==> src/logic/platform_defines.svh <==
/*
 * Platform glue build options
 * Colour width, sound format, download address width and joystick remap
 */
`ifndef PLATFORM_DEFINES_SVH
`define PLATFORM_DEFINES_SVH

// Game colour channel width, 3 to 8
`define COLOR_W 4

// 1 for two's complement sound, 0 for offset binary
`define SIGNED_SND 0

// ROM download address width
`define ROM_ADDR_W 22

// 1 turns one fire button plus direction into three fire buttons
`define JOY_THREE_FIRE 0

`endif

==> src/logic/platform_pkg.sv <==
/*
 * Platform glue shared types
 * Output colour channel, joystick word, sound sample and video mode
 */
package platform_pkg;

    // Final 6-bit colour channel on the board DAC
    typedef logic [5:0] color6_t;

    // Conditioned joystick word
    // Bits 3:0 directions, 6:4 fire, rest zero
    typedef logic [31:0] joy_t;

    // One sound sample
    typedef logic [15:0] sample_t;

    // Output video mode
    typedef enum logic [1:0] {
        MODE_NATIVE = 2'd0, // 15 kHz RGB, composite sync
        MODE_SCAN2X = 2'd1, // Doubled RGB, separate sync
        MODE_YPBPR  = 2'd2  // Component, composite sync
    } video_mode_e;

endpackage

==> src/logic/joy_conditioner.sv <==
/*
 * Joystick conditioner
 * Registers both active-low joystick ports as positive-logic words.
 * Optional remap of one fire button plus left/right into three fire bits.
 */
`timescale 1ns/100ps
`include "platform_defines.svh"

module joy_conditioner import platform_pkg::*; (
    input  logic       clk_sys,
    input  logic       rst,
    input  logic [5:0] joya,   // Active low, player 1
    input  logic [5:0] joyb,   // Active low, player 2
    output joy_t       joy1,
    output joy_t       joy2
);

    // Same mapping for both players
    function automatic joy_t condition(input logic [5:0] j);
        joy_t w;
        w = '0;
        if (`JOY_THREE_FIRE != 0) begin
            w[3:0] = ~j[3:0];                 // Directions as is
            w[4]   = ~j[4] &  j[0] & ~j[1];   // Fire with left
            w[5]   = ~j[4] &  j[0] &  j[1];   // Fire alone
            w[6]   = ~j[4] & ~j[0] &  j[1];   // Fire with right
        end else begin
            w[5:0] = ~j;                      // Plain inversion
        end
        return w;
    endfunction

    always_ff @(posedge clk_sys) begin
        if (rst) begin
            joy1 <= '0;
            joy2 <= '0;
        end else begin
            joy1 <= condition(joya);
            joy2 <= condition(joyb);
        end
    end

endmodule

==> src/logic/sd_dac.sv <==
/*
 * One-bit sigma-delta DAC
 * First-order accumulator, the carry out is the output pulse.
 * Pulse density over 65536 cycles equals the offset-binary sample.
 */
`timescale 1ns/100ps
`include "platform_defines.svh"

module sd_dac import platform_pkg::*; (
    input  logic    clk_sys,
    input  logic    rst,
    input  sample_t pcm,
    output logic    dac_bit
);

    sample_t     pcm_u;   // Offset binary sample
    logic [15:0] acc;     // Error accumulator
    logic [16:0] sum;     // Carry in the top bit

    // Two's complement to offset binary is a flip of the sign bit
    assign pcm_u = {pcm[15] ^ 1'(`SIGNED_SND), pcm[14:0]};
    assign sum   = {1'b0, acc} + {1'b0, pcm_u};

    always_ff @(posedge clk_sys) begin
        if (rst) begin
            acc     <= '0;
            dac_bit <= 1'b0;
        end else begin
            acc     <= sum[15:0];   // Keep the remainder
            dac_bit <= sum[16];     // One pulse per wrap
        end
    end

endmodule

==> src/logic/rgb2ypbpr.sv <==
/*
 * RGB to YPbPr converter
 * Fixed-point matrix on 6-bit channels, one registered stage.
 * Chroma is offset to mid-scale and every result is clamped to 6 bits.
 */
`timescale 1ns/100ps

module rgb2ypbpr import platform_pkg::*; (
    input  logic    clk_sys,
    input  logic    rst,
    input  color6_t red,
    input  color6_t green,
    input  color6_t blue,
    output color6_t y,
    output color6_t pb,
    output color6_t pr
);

    logic signed [15:0] r_x, g_x, b_x;           // Channels as signed
    logic signed [15:0] y_sum, pb_sum, pr_sum;   // Weighted sums
    logic signed [15:0] y_val, pb_val, pr_val;   // Scaled and offset

    // Saturate into the 6-bit range
    function automatic color6_t clamp6(input logic signed [15:0] v);
        if (v < 16'sd0)
            return 6'd0;
        else if (v > 16'sd63)
            return 6'd63;
        else
            return v[5:0];
    endfunction

    assign r_x = {10'd0, red};
    assign g_x = {10'd0, green};
    assign b_x = {10'd0, blue};

    // Weights in 1/256 for luma, 1/512 for chroma
    assign y_sum  = (16'sd77 * r_x) + (16'sd150 * g_x) + (16'sd29 * b_x);
    assign pb_sum = (16'sd128 * b_x) - (16'sd43 * r_x) - (16'sd85 * g_x);
    assign pr_sum = (16'sd128 * r_x) - (16'sd107 * g_x) - (16'sd21 * b_x);

    assign y_val  = y_sum >>> 8;                   // Truncated
    assign pb_val = 16'sd32 + (pb_sum >>> 9);      // Mid-scale offset
    assign pr_val = 16'sd32 + (pr_sum >>> 9);

    always_ff @(posedge clk_sys) begin
        if (rst) begin
            y  <= '0;
            pb <= '0;
            pr <= '0;
        end else begin
            y  <= clamp6(y_val);
            pb <= clamp6(pb_val);
            pr <= clamp6(pr_val);
        end
    end

endmodule

==> src/logic/video_out.sv <==
/*
 * Video output stage
 * Widens game colour to 6 bits, picks native or doubled video and forms
 * composite or separate sync. Optional YPbPr through the matrix.
 * Fixed 2-cycle latency from inputs to pins in every mode.
 */
`timescale 1ns/100ps
`include "platform_defines.svh"

module video_out import platform_pkg::*; (
    input  logic                clk_sys,
    input  logic                rst,
    input  video_mode_e         video_mode,
    input  logic [`COLOR_W-1:0] game_r,
    input  logic [`COLOR_W-1:0] game_g,
    input  logic [`COLOR_W-1:0] game_b,
    input  logic                hs,
    input  logic                vs,
    input  color6_t             scan2x_r,
    input  color6_t             scan2x_g,
    input  color6_t             scan2x_b,
    input  logic                scan2x_hs,
    input  logic                scan2x_vs,
    output color6_t             video_r,
    output color6_t             video_g,
    output color6_t             video_b,
    output logic                video_hs,
    output logic                video_vs
);

    color6_t     r_s1, g_s1, b_s1;   // Selected RGB
    color6_t     r_s2, g_s2, b_s2;   // Delayed RGB
    color6_t     y, pb, pr;          // Matrix output, stage two
    logic        hs_s1, vs_s1, hs_s2, vs_s2;
    video_mode_e mode_s1, mode_s2;   // Mode follows the pixels
    logic        hsync, vsync, csync;

    // Repeat the value and keep the top 6 bits
    function automatic color6_t widen(input logic [`COLOR_W-1:0] c);
        logic [3*`COLOR_W-1:0] rep;
        rep = {3{c}};
        return rep[3*`COLOR_W-1 -: 6];
    endfunction

    // Native sync is active low, doubler sync already positive
    assign hsync = (video_mode == MODE_NATIVE) ? ~hs : scan2x_hs;
    assign vsync = (video_mode == MODE_NATIVE) ? ~vs : scan2x_vs;
    assign csync = ~(hsync ^ vsync);

    always_ff @(posedge clk_sys) begin
        if (rst) begin
            {r_s1, g_s1, b_s1} <= '0;
            {r_s2, g_s2, b_s2} <= '0;
            {hs_s1, vs_s1, hs_s2, vs_s2} <= '0;
            mode_s1 <= MODE_NATIVE;
            mode_s2 <= MODE_NATIVE;
        end else begin
            mode_s1 <= video_mode;
            case (video_mode)
                MODE_SCAN2X: begin
                    r_s1  <= scan2x_r;
                    g_s1  <= scan2x_g;
                    b_s1  <= scan2x_b;
                    hs_s1 <= scan2x_hs;   // Separate sync for VGA
                    vs_s1 <= scan2x_vs;
                end
                MODE_YPBPR: begin
                    r_s1  <= scan2x_r;
                    g_s1  <= scan2x_g;
                    b_s1  <= scan2x_b;
                    hs_s1 <= csync;
                    vs_s1 <= 1'b1;
                end
                default: begin          // Native, SCART style
                    r_s1  <= widen(game_r);
                    g_s1  <= widen(game_g);
                    b_s1  <= widen(game_b);
                    hs_s1 <= csync;       // Composite on HS pin
                    vs_s1 <= 1'b1;        // High VS selects RGB
                end
            endcase
            // Second stage lines up with the matrix register
            r_s2    <= r_s1;
            g_s2    <= g_s1;
            b_s2    <= b_s1;
            hs_s2   <= hs_s1;
            vs_s2   <= vs_s1;
            mode_s2 <= mode_s1;
        end
    end

    rgb2ypbpr u_rgb2ypbpr (
        .clk_sys (clk_sys),
        .rst     (rst),
        .red     (r_s1),
        .green   (g_s1),
        .blue    (b_s1),
        .y       (y),
        .pb      (pb),
        .pr      (pr)
    );

    // Pr on red, Y on green, Pb on blue
    assign video_r  = (mode_s2 == MODE_YPBPR) ? pr : r_s2;
    assign video_g  = (mode_s2 == MODE_YPBPR) ? y  : g_s2;
    assign video_b  = (mode_s2 == MODE_YPBPR) ? pb : b_s2;
    assign video_hs = hs_s2;
    assign video_vs = vs_s2;

endmodule

==> src/logic/spi_rom_loader.sv <==
/*
 * SPI ROM loader
 * Mode-0 SPI slave, MSB first, oversampled on clk_sys.
 * Completed bytes sit in a one-entry register under valid/ready.
 * Address counts from 0 at each falling chip select.
 */
`timescale 1ns/100ps
`include "platform_defines.svh"

module spi_rom_loader import platform_pkg::*; (
    input  logic                   clk_sys,
    input  logic                   rst,
    input  logic                   spi_cs_n,
    input  logic                   spi_clk,
    input  logic                   spi_mosi,
    output logic [`ROM_ADDR_W-1:0] rom_addr,
    output logic [7:0]             rom_data,
    output logic                   rom_valid,
    input  logic                   rom_ready,
    output logic                   downloading,
    output logic                   rom_overrun
);

    logic [2:0] cs_sr;      // Two sync flops plus edge history
    logic [2:0] clk_sr;
    logic [1:0] mosi_sr;
    logic       cs_s, clk_rise, cs_fall;
    logic [2:0] bit_cnt;    // Bits taken in this byte
    logic [6:0] shift;      // Earlier bits, MSB first
    logic       byte_done;
    logic       accept;     // Byte taken this cycle
    logic       clr_pend;   // Address reset waits for held byte
    logic       cs_active;  // Registered chip select

    assign cs_s      = cs_sr[1];
    assign cs_fall   = cs_sr[2] & ~cs_sr[1];
    assign clk_rise  = ~clk_sr[2] & clk_sr[1];
    assign byte_done = clk_rise & ~cs_s & (bit_cnt == 3'd7);
    assign accept    = rom_valid & rom_ready;

    // Stays up until the last byte is taken
    assign downloading = cs_active | rom_valid;

    always_ff @(posedge clk_sys) begin
        if (rst) begin
            cs_sr  <= 3'b111;   // Idle high, no false edge
            clk_sr <= 3'b000;
        end else begin
            cs_sr  <= {cs_sr[1:0], spi_cs_n};
            clk_sr <= {clk_sr[1:0], spi_clk};
        end
    end

    always_ff @(posedge clk_sys) begin
        mosi_sr <= {mosi_sr[0], spi_mosi};   // Same delay as clock
    end

    always_ff @(posedge clk_sys) begin
        if (rst) begin
            bit_cnt     <= '0;
            shift       <= '0;
            rom_addr    <= '0;
            rom_data    <= '0;
            rom_valid   <= 1'b0;
            rom_overrun <= 1'b0;
            clr_pend    <= 1'b0;
            cs_active   <= 1'b0;
        end else begin
            cs_active <= ~cs_s;
            if (cs_s) begin
                bit_cnt <= '0;                   // Realign on every burst
            end else if (clk_rise) begin
                bit_cnt <= bit_cnt + 3'd1;
                shift   <= {shift[5:0], mosi_sr[1]};
            end
            if (cs_fall)
                rom_overrun <= 1'b0;             // New burst, fresh flag
            // Address moves on handshake or on a new burst
            if (accept) begin
                rom_addr <= (clr_pend | cs_fall) ? '0 : rom_addr + 1'b1;
                clr_pend <= 1'b0;
            end else if (cs_fall) begin
                if (rom_valid)
                    clr_pend <= 1'b1;            // Keep held address stable
                else
                    rom_addr <= '0;
            end
            if (byte_done) begin
                if (rom_valid && !rom_ready) begin
                    rom_overrun <= 1'b1;         // Byte lost, sticky
                end else begin
                    rom_data  <= {shift, mosi_sr[1]};
                    rom_valid <= 1'b1;
                end
            end else if (accept) begin
                rom_valid <= 1'b0;
            end
        end
    end

endmodule

==> src/logic/platform_base.sv <==
/*
 * Arcade platform base
 * Glue between the game core and the board: joystick conditioning,
 * status word, sigma-delta sound, video output and SPI ROM download.
 */
`timescale 1ns/100ps
`include "platform_defines.svh"

module platform_base import platform_pkg::*; (
    input  logic                   clk_sys,
    input  logic                   rst,
    input  logic [3:0]             vgactrl_en,   // Board video switches
    input  logic                   ypbpr,        // Component output pin
    // Joysticks
    input  logic [5:0]             JOYA,
    input  logic [5:0]             JOYB,
    output joy_t                   joystick1,
    output joy_t                   joystick2,
    // Sound
    input  sample_t                snd_left,
    input  sample_t                snd_right,
    output logic                   snd_pwm_left,
    output logic                   snd_pwm_right,
    // Game video
    input  logic [`COLOR_W-1:0]    game_r,
    input  logic [`COLOR_W-1:0]    game_g,
    input  logic [`COLOR_W-1:0]    game_b,
    input  logic                   LHBL,         // Not used here
    input  logic                   LVBL,         // Not used here
    input  logic                   hs,
    input  logic                   vs,
    // Scan doubler video
    input  color6_t                scan2x_r,
    input  color6_t                scan2x_g,
    input  color6_t                scan2x_b,
    input  logic                   scan2x_hs,
    input  logic                   scan2x_vs,
    output logic                   scan2x_enb,
    // Board video pins
    output color6_t                VIDEO_R,
    output color6_t                VIDEO_G,
    output color6_t                VIDEO_B,
    output logic                   VIDEO_HS,
    output logic                   VIDEO_VS,
    output logic [31:0]            status,
    // ROM download link
    input  logic                   SD_CS_N,
    input  logic                   SD_CLK,
    input  logic                   SD_MOSI,
    output logic [`ROM_ADDR_W-1:0] ioctl_addr,
    output logic [7:0]             ioctl_data,
    output logic                   ioctl_wr,
    input  logic                   rom_ready,
    output logic                   downloading,
    output logic                   rom_overrun
);

    video_mode_e video_mode;

    // Switch 0 low keeps native 15 kHz video
    assign video_mode = !vgactrl_en[0] ? MODE_NATIVE :
                        (ypbpr ? MODE_YPBPR : MODE_SCAN2X);
    assign scan2x_enb = vgactrl_en[0];

    assign status[2:0]   = 3'd0;
    assign status[3]     = vgactrl_en[1];   // Scanlines
    assign status[5:4]   = 2'd0;
    assign status[6]     = vgactrl_en[3];   // Test mode
    assign status[11:7]  = 5'd0;
    assign status[12]    = vgactrl_en[2];   // Screen flip
    assign status[31:13] = 19'd0;

    joy_conditioner u_joy (
        .clk_sys (clk_sys),
        .rst     (rst),
        .joya    (JOYA),
        .joyb    (JOYB),
        .joy1    (joystick1),
        .joy2    (joystick2)
    );

    sd_dac u_dac_left (
        .clk_sys (clk_sys),
        .rst     (rst),
        .pcm     (snd_left),
        .dac_bit (snd_pwm_left)
    );

    sd_dac u_dac_right (
        .clk_sys (clk_sys),
        .rst     (rst),
        .pcm     (snd_right),
        .dac_bit (snd_pwm_right)
    );

    video_out u_video (
        .clk_sys    (clk_sys),
        .rst        (rst),
        .video_mode (video_mode),
        .game_r     (game_r),
        .game_g     (game_g),
        .game_b     (game_b),
        .hs         (hs),
        .vs         (vs),
        .scan2x_r   (scan2x_r),
        .scan2x_g   (scan2x_g),
        .scan2x_b   (scan2x_b),
        .scan2x_hs  (scan2x_hs),
        .scan2x_vs  (scan2x_vs),
        .video_r    (VIDEO_R),
        .video_g    (VIDEO_G),
        .video_b    (VIDEO_B),
        .video_hs   (VIDEO_HS),
        .video_vs   (VIDEO_VS)
    );

    spi_rom_loader u_loader (
        .clk_sys     (clk_sys),
        .rst         (rst),
        .spi_cs_n    (SD_CS_N),
        .spi_clk     (SD_CLK),
        .spi_mosi    (SD_MOSI),
        .rom_addr    (ioctl_addr),
        .rom_data    (ioctl_data),
        .rom_valid   (ioctl_wr),
        .rom_ready   (rom_ready),
        .downloading (downloading),
        .rom_overrun (rom_overrun)
    );

endmodule

==> config.mk <==
export PLATFORM = sky130hd
export DESIGN_NAME = platform_base
export DESIGN_NICKNAME = d
export VERILOG_FILES = /design/src/logic/platform_pkg.sv /design/src/logic/joy_conditioner.sv /design/src/logic/sd_dac.sv /design/src/logic/rgb2ypbpr.sv /design/src/logic/video_out.sv /design/src/logic/spi_rom_loader.sv /design/src/logic/platform_base.sv
export VERILOG_INCLUDE_DIRS = /design/src /design/src/logic
export SDC_FILE = /design/constraint.sdc
export NUM_CORES = 1
export LEC_CHECK = 0
export BUFFER_PORTS_ARGS = -buffer_cell sky130_fd_sc_hd__buf_2
export CAP_MARGIN = 5
export CORE_UTILIZATION = 47
export CTS_CLUSTER_SIZE = 20
export DETAILED_ROUTE_END_ITERATION = 16
export HOLD_SLACK_MARGIN = 0.03
export PLACE_DENSITY = 0.71
export SLEW_MARGIN = 40
export SYNTH_ARGS = -nofsm -noshare
export SYNTH_HDL_FRONTEND = slang
export SYNTH_HIERARCHICAL = 1
export SYNTH_SLANG_ARGS = --single-unit
==> constraint.sdc <==
create_clock -name clk_sys -period 14.8 [get_ports clk_sys]
set_clock_uncertainty 0.1 [all_clocks]
set_input_delay 2.22 -clock clk_sys [delete_from_list [all_inputs] [get_ports clk_sys]]
set_output_delay 2.22 -clock clk_sys [all_outputs]
set_load 0.005 [all_outputs]
==> flow_summary.toml <==
[placement]
portBuffers = 153
place_hpwl_mm = 23.2
preCtsSetupSlack_ns = 9.01
place_congestion = 0.834
placed_area_um2 = 14400

[logic_synthesis]
ys_ff_latch = 160
ys_top_cells_by_area = "dfxtp_1 (24%), ha_1 (22%), fa_1 (8.1%)"
async_flop_share_pct = 0
yosys.area.top_type = "dfxtp_1"
synth_cells = 1487
synth_area_um2 = 13600
synth-seq-area-share_pct = 23.5
synth_ff_type = "dfxtp_1"
ys_top_cells_by_count = "ha_1 (238), dfxtp_1 (160), inv_1 (152)"
synth-edff-count = 0
yosysMostFrequentCell = "ha_1"
synth_area_per_cell_um2 = 9.16
yosysWarningCount = 6
ys_types = 86
synth_top_area_share_pct = 23.5

[pwr]
irDropWorstVdd_uv = 113
p_leak_nw = 7.57
powerDensity_nw_per_um2 = 164

[layout]
nFillCells = 2554
nets = 2012
final_area_um2 = 15100
utilization_pct = 53.5
area_growth_syn_to_layout_pct = 10.6
drive_above_1_share_pct = 15.9

[route]
drc_errors = 0
ant_nets = 0
vias = 10300
vias_per_cell = 5.09
drt_wl_total_mm = 29.1
post_drt_wl_per_cell_um = 14.4
drt_iter0_markers = 632
firstDrtPassIters = 7

[timing]
fmax_mhz = 173
fin_crit_ns = 5.79
rsz0062_at_grt = "false"
hold_ws_ns = 0.239
worstMarginPinSlew_ns = 0.752
period_share_pct = 39.1
slew_viol_final = 0
fin_tns_setup_ns = 0
setup_viol = 0
relSlewSlack_pct = 49.9
hold_viol = 0
setup_slack_ns = 9.01

[global_route]
grt_pass1_wl_mm = 46.3
grt_usage_pct = 19.7
grt_pass1_vias = 9614
grt_max_degree = 96
grt_antenna_before_repair = 3
grt_overflow = 0

[critical_path]
critPathLaunchType = "register"
end_kind = "register"
rrSetupSlack_ns = 9.01
crit_type = "reg -> reg"
worstPathMaxFanout = 11
arrival_ns = 5.95
required_ns = 14.96

[clock_tree]
root_buffer = "clkbuf_16"
ctsHoldBuffers = 0
post-cts-setup-buffer-count = 0
clk_pin_slew_ns = 0.07
tritoncts.num_buffers = 17
htreeDepth = 4
cts_buffer_depth = 2
clk_latency_ns = 0.43
cts_resized = 0
cts_tree = "built"
cts_sinks = 160

[status]
status = "finished clean"

[die]
die_w_um = 172
fp-row-count = 61
core_um2 = 28200
initial_core_util_pct = 48.3
chipHeight_um = 172
die_area_um2 = 29700
ios = 243

[hold_path]
hp-class = "reg -> reg"

[run]
max-cap-violations = 0
[layer usage]
layer  routed length, um  vias to the layer above  track usage (%)
li1                    -                     5201                -
met1               13400                     4810             25.6
met2               13800                      240             33.3
met3                1390                       32             3.57
met4                 539                        4             5.81
met5                  27                        -                0
[sequential cells by signal, indices dropped and copies added (netlist names), 2 cells and up]
name	count
u_joy/joy2	6
u_video/u_rgb2ypbpr/y	6
u_video/r_s1	6
u_dac_left/acc	16
u_video/mode_s2	2
u_joy/joy1	6
u_dac_right/acc	16
u_video/u_rgb2ypbpr/pb	6
u_loader/bit_cnt	3
u_loader/rom_addr	22
u_video/mode_s1	2
u_loader/shift	7
u_loader/rom_data	8
u_video/r_s2	6
u_video/u_rgb2ypbpr/pr	6
u_video/g_s1	6
u_video/b_s2	6
u_loader/mosi_sr	2
u_loader/cs_sr	3
u_video/g_s2	6
u_video/b_s1	6
u_loader/clk_sr	3
[worst max-delay path, stage by stage (launching register included)]
cell,delay [ns]
dfxtp_1,0.78
ha_1,0.41
ha_1,0.29
inv_1,0.05
fa_1,0.52
inv_1,0.06
fa_1,0.46
a21oi_1,0.16
nor2_1,0.05
nor2_1,0.16
o21bai_1,0.09
a21oi_1,0.23
xor2_1,0.14
fa_1,0.54
inv_1,0.04
ha_1,0.36
and3_2,0.23
a221o_2,0.42
o31ai_2,0.33
a41oi_1,0.18
[through the flow]
step | power (mW) | instances
2_1_floorplan | 1.70 | 1566
3_3_place_gp | 1.93 | 1987
3_5_place_dp | 1.97 | 1987
4_1_cts | 2.48 | 2019
5_1_grt | 2.70 | 2020
6_report | 2.47 | 2020
[cell families after synthesis]
group / synth area share (%)
simple gates: 13.3
other cells: 0.0552
buf+inv: 9.94
xor+xnor: 5.20
flops: 23.5
mux: 4.12
compound gates: 13.9
fa+ha+maj: 30.0
[cells in the final DEF (no fill, tap or decap), types with 6 or more instances in the layout]
master	count
nand2_1	73
o21a_1	9
o21bai_1	14
nand4_1	14
dfxtp_1	160
a21o_1	21
nand3_1	18
nor2b_1	50
o21ai_1	26
a31oi_1	7
nor2_1	111
buf_2	152
a211oi_2	6
mux2i_1	20
nor3_1	12
or2_2	6
or3_1	6
a21oi_1	97
mux2_4	12
clkbuf_16	17
o21ai_0	42
nand2b_1	19
mux2_2	10
inv_1	152
mux2_1	6
ha_1	237
and2_1	7
xnor2_1	42
conb_1	81
fa_1	55
xor2_1	37
[worst paths after layout]
kind                             from                        to  cells after the start
hold / removal    u_loader/mosi_sr[0]       u_loader/mosi_sr[1]                      0
setup / recovery      u_video/g_s1[4]  u_video/u_rgb2ypbpr/y[3]                     19
hold reg to reg   u_loader/mosi_sr[0]       u_loader/mosi_sr[1]                      0
setup reg to reg      u_video/g_s1[4]  u_video/u_rgb2ypbpr/y[3]                     19
[power breakdown]
part	switching [mW]	internal [mW]	total, mW
sequential	0.0345	0.503	0.538
combinational	0.795	0.647	1.44
clock	0.201	0.292	0.492
total	1.03	1.44	2.47
[area by class of cell]
cell class | instances | area, um2 | share of cell area, %
Clock inverter | 15 | 238 | 1.58
Clock buffer | 17 | 425 | 2.82
Multi-Input combinational cell | 1141 | 9360 | 62.1
Inverter | 153 | 574 | 3.81
Timing Repair Buffer | 155 | 787 | 5.23
Antenna cell | 1 | 2.50 | 0.0166
Tap cell | 378 | 473 | 3.14
Sequential cell | 160 | 3200 | 21.3
No activity file was read; power rests on OpenSTA's default activity.
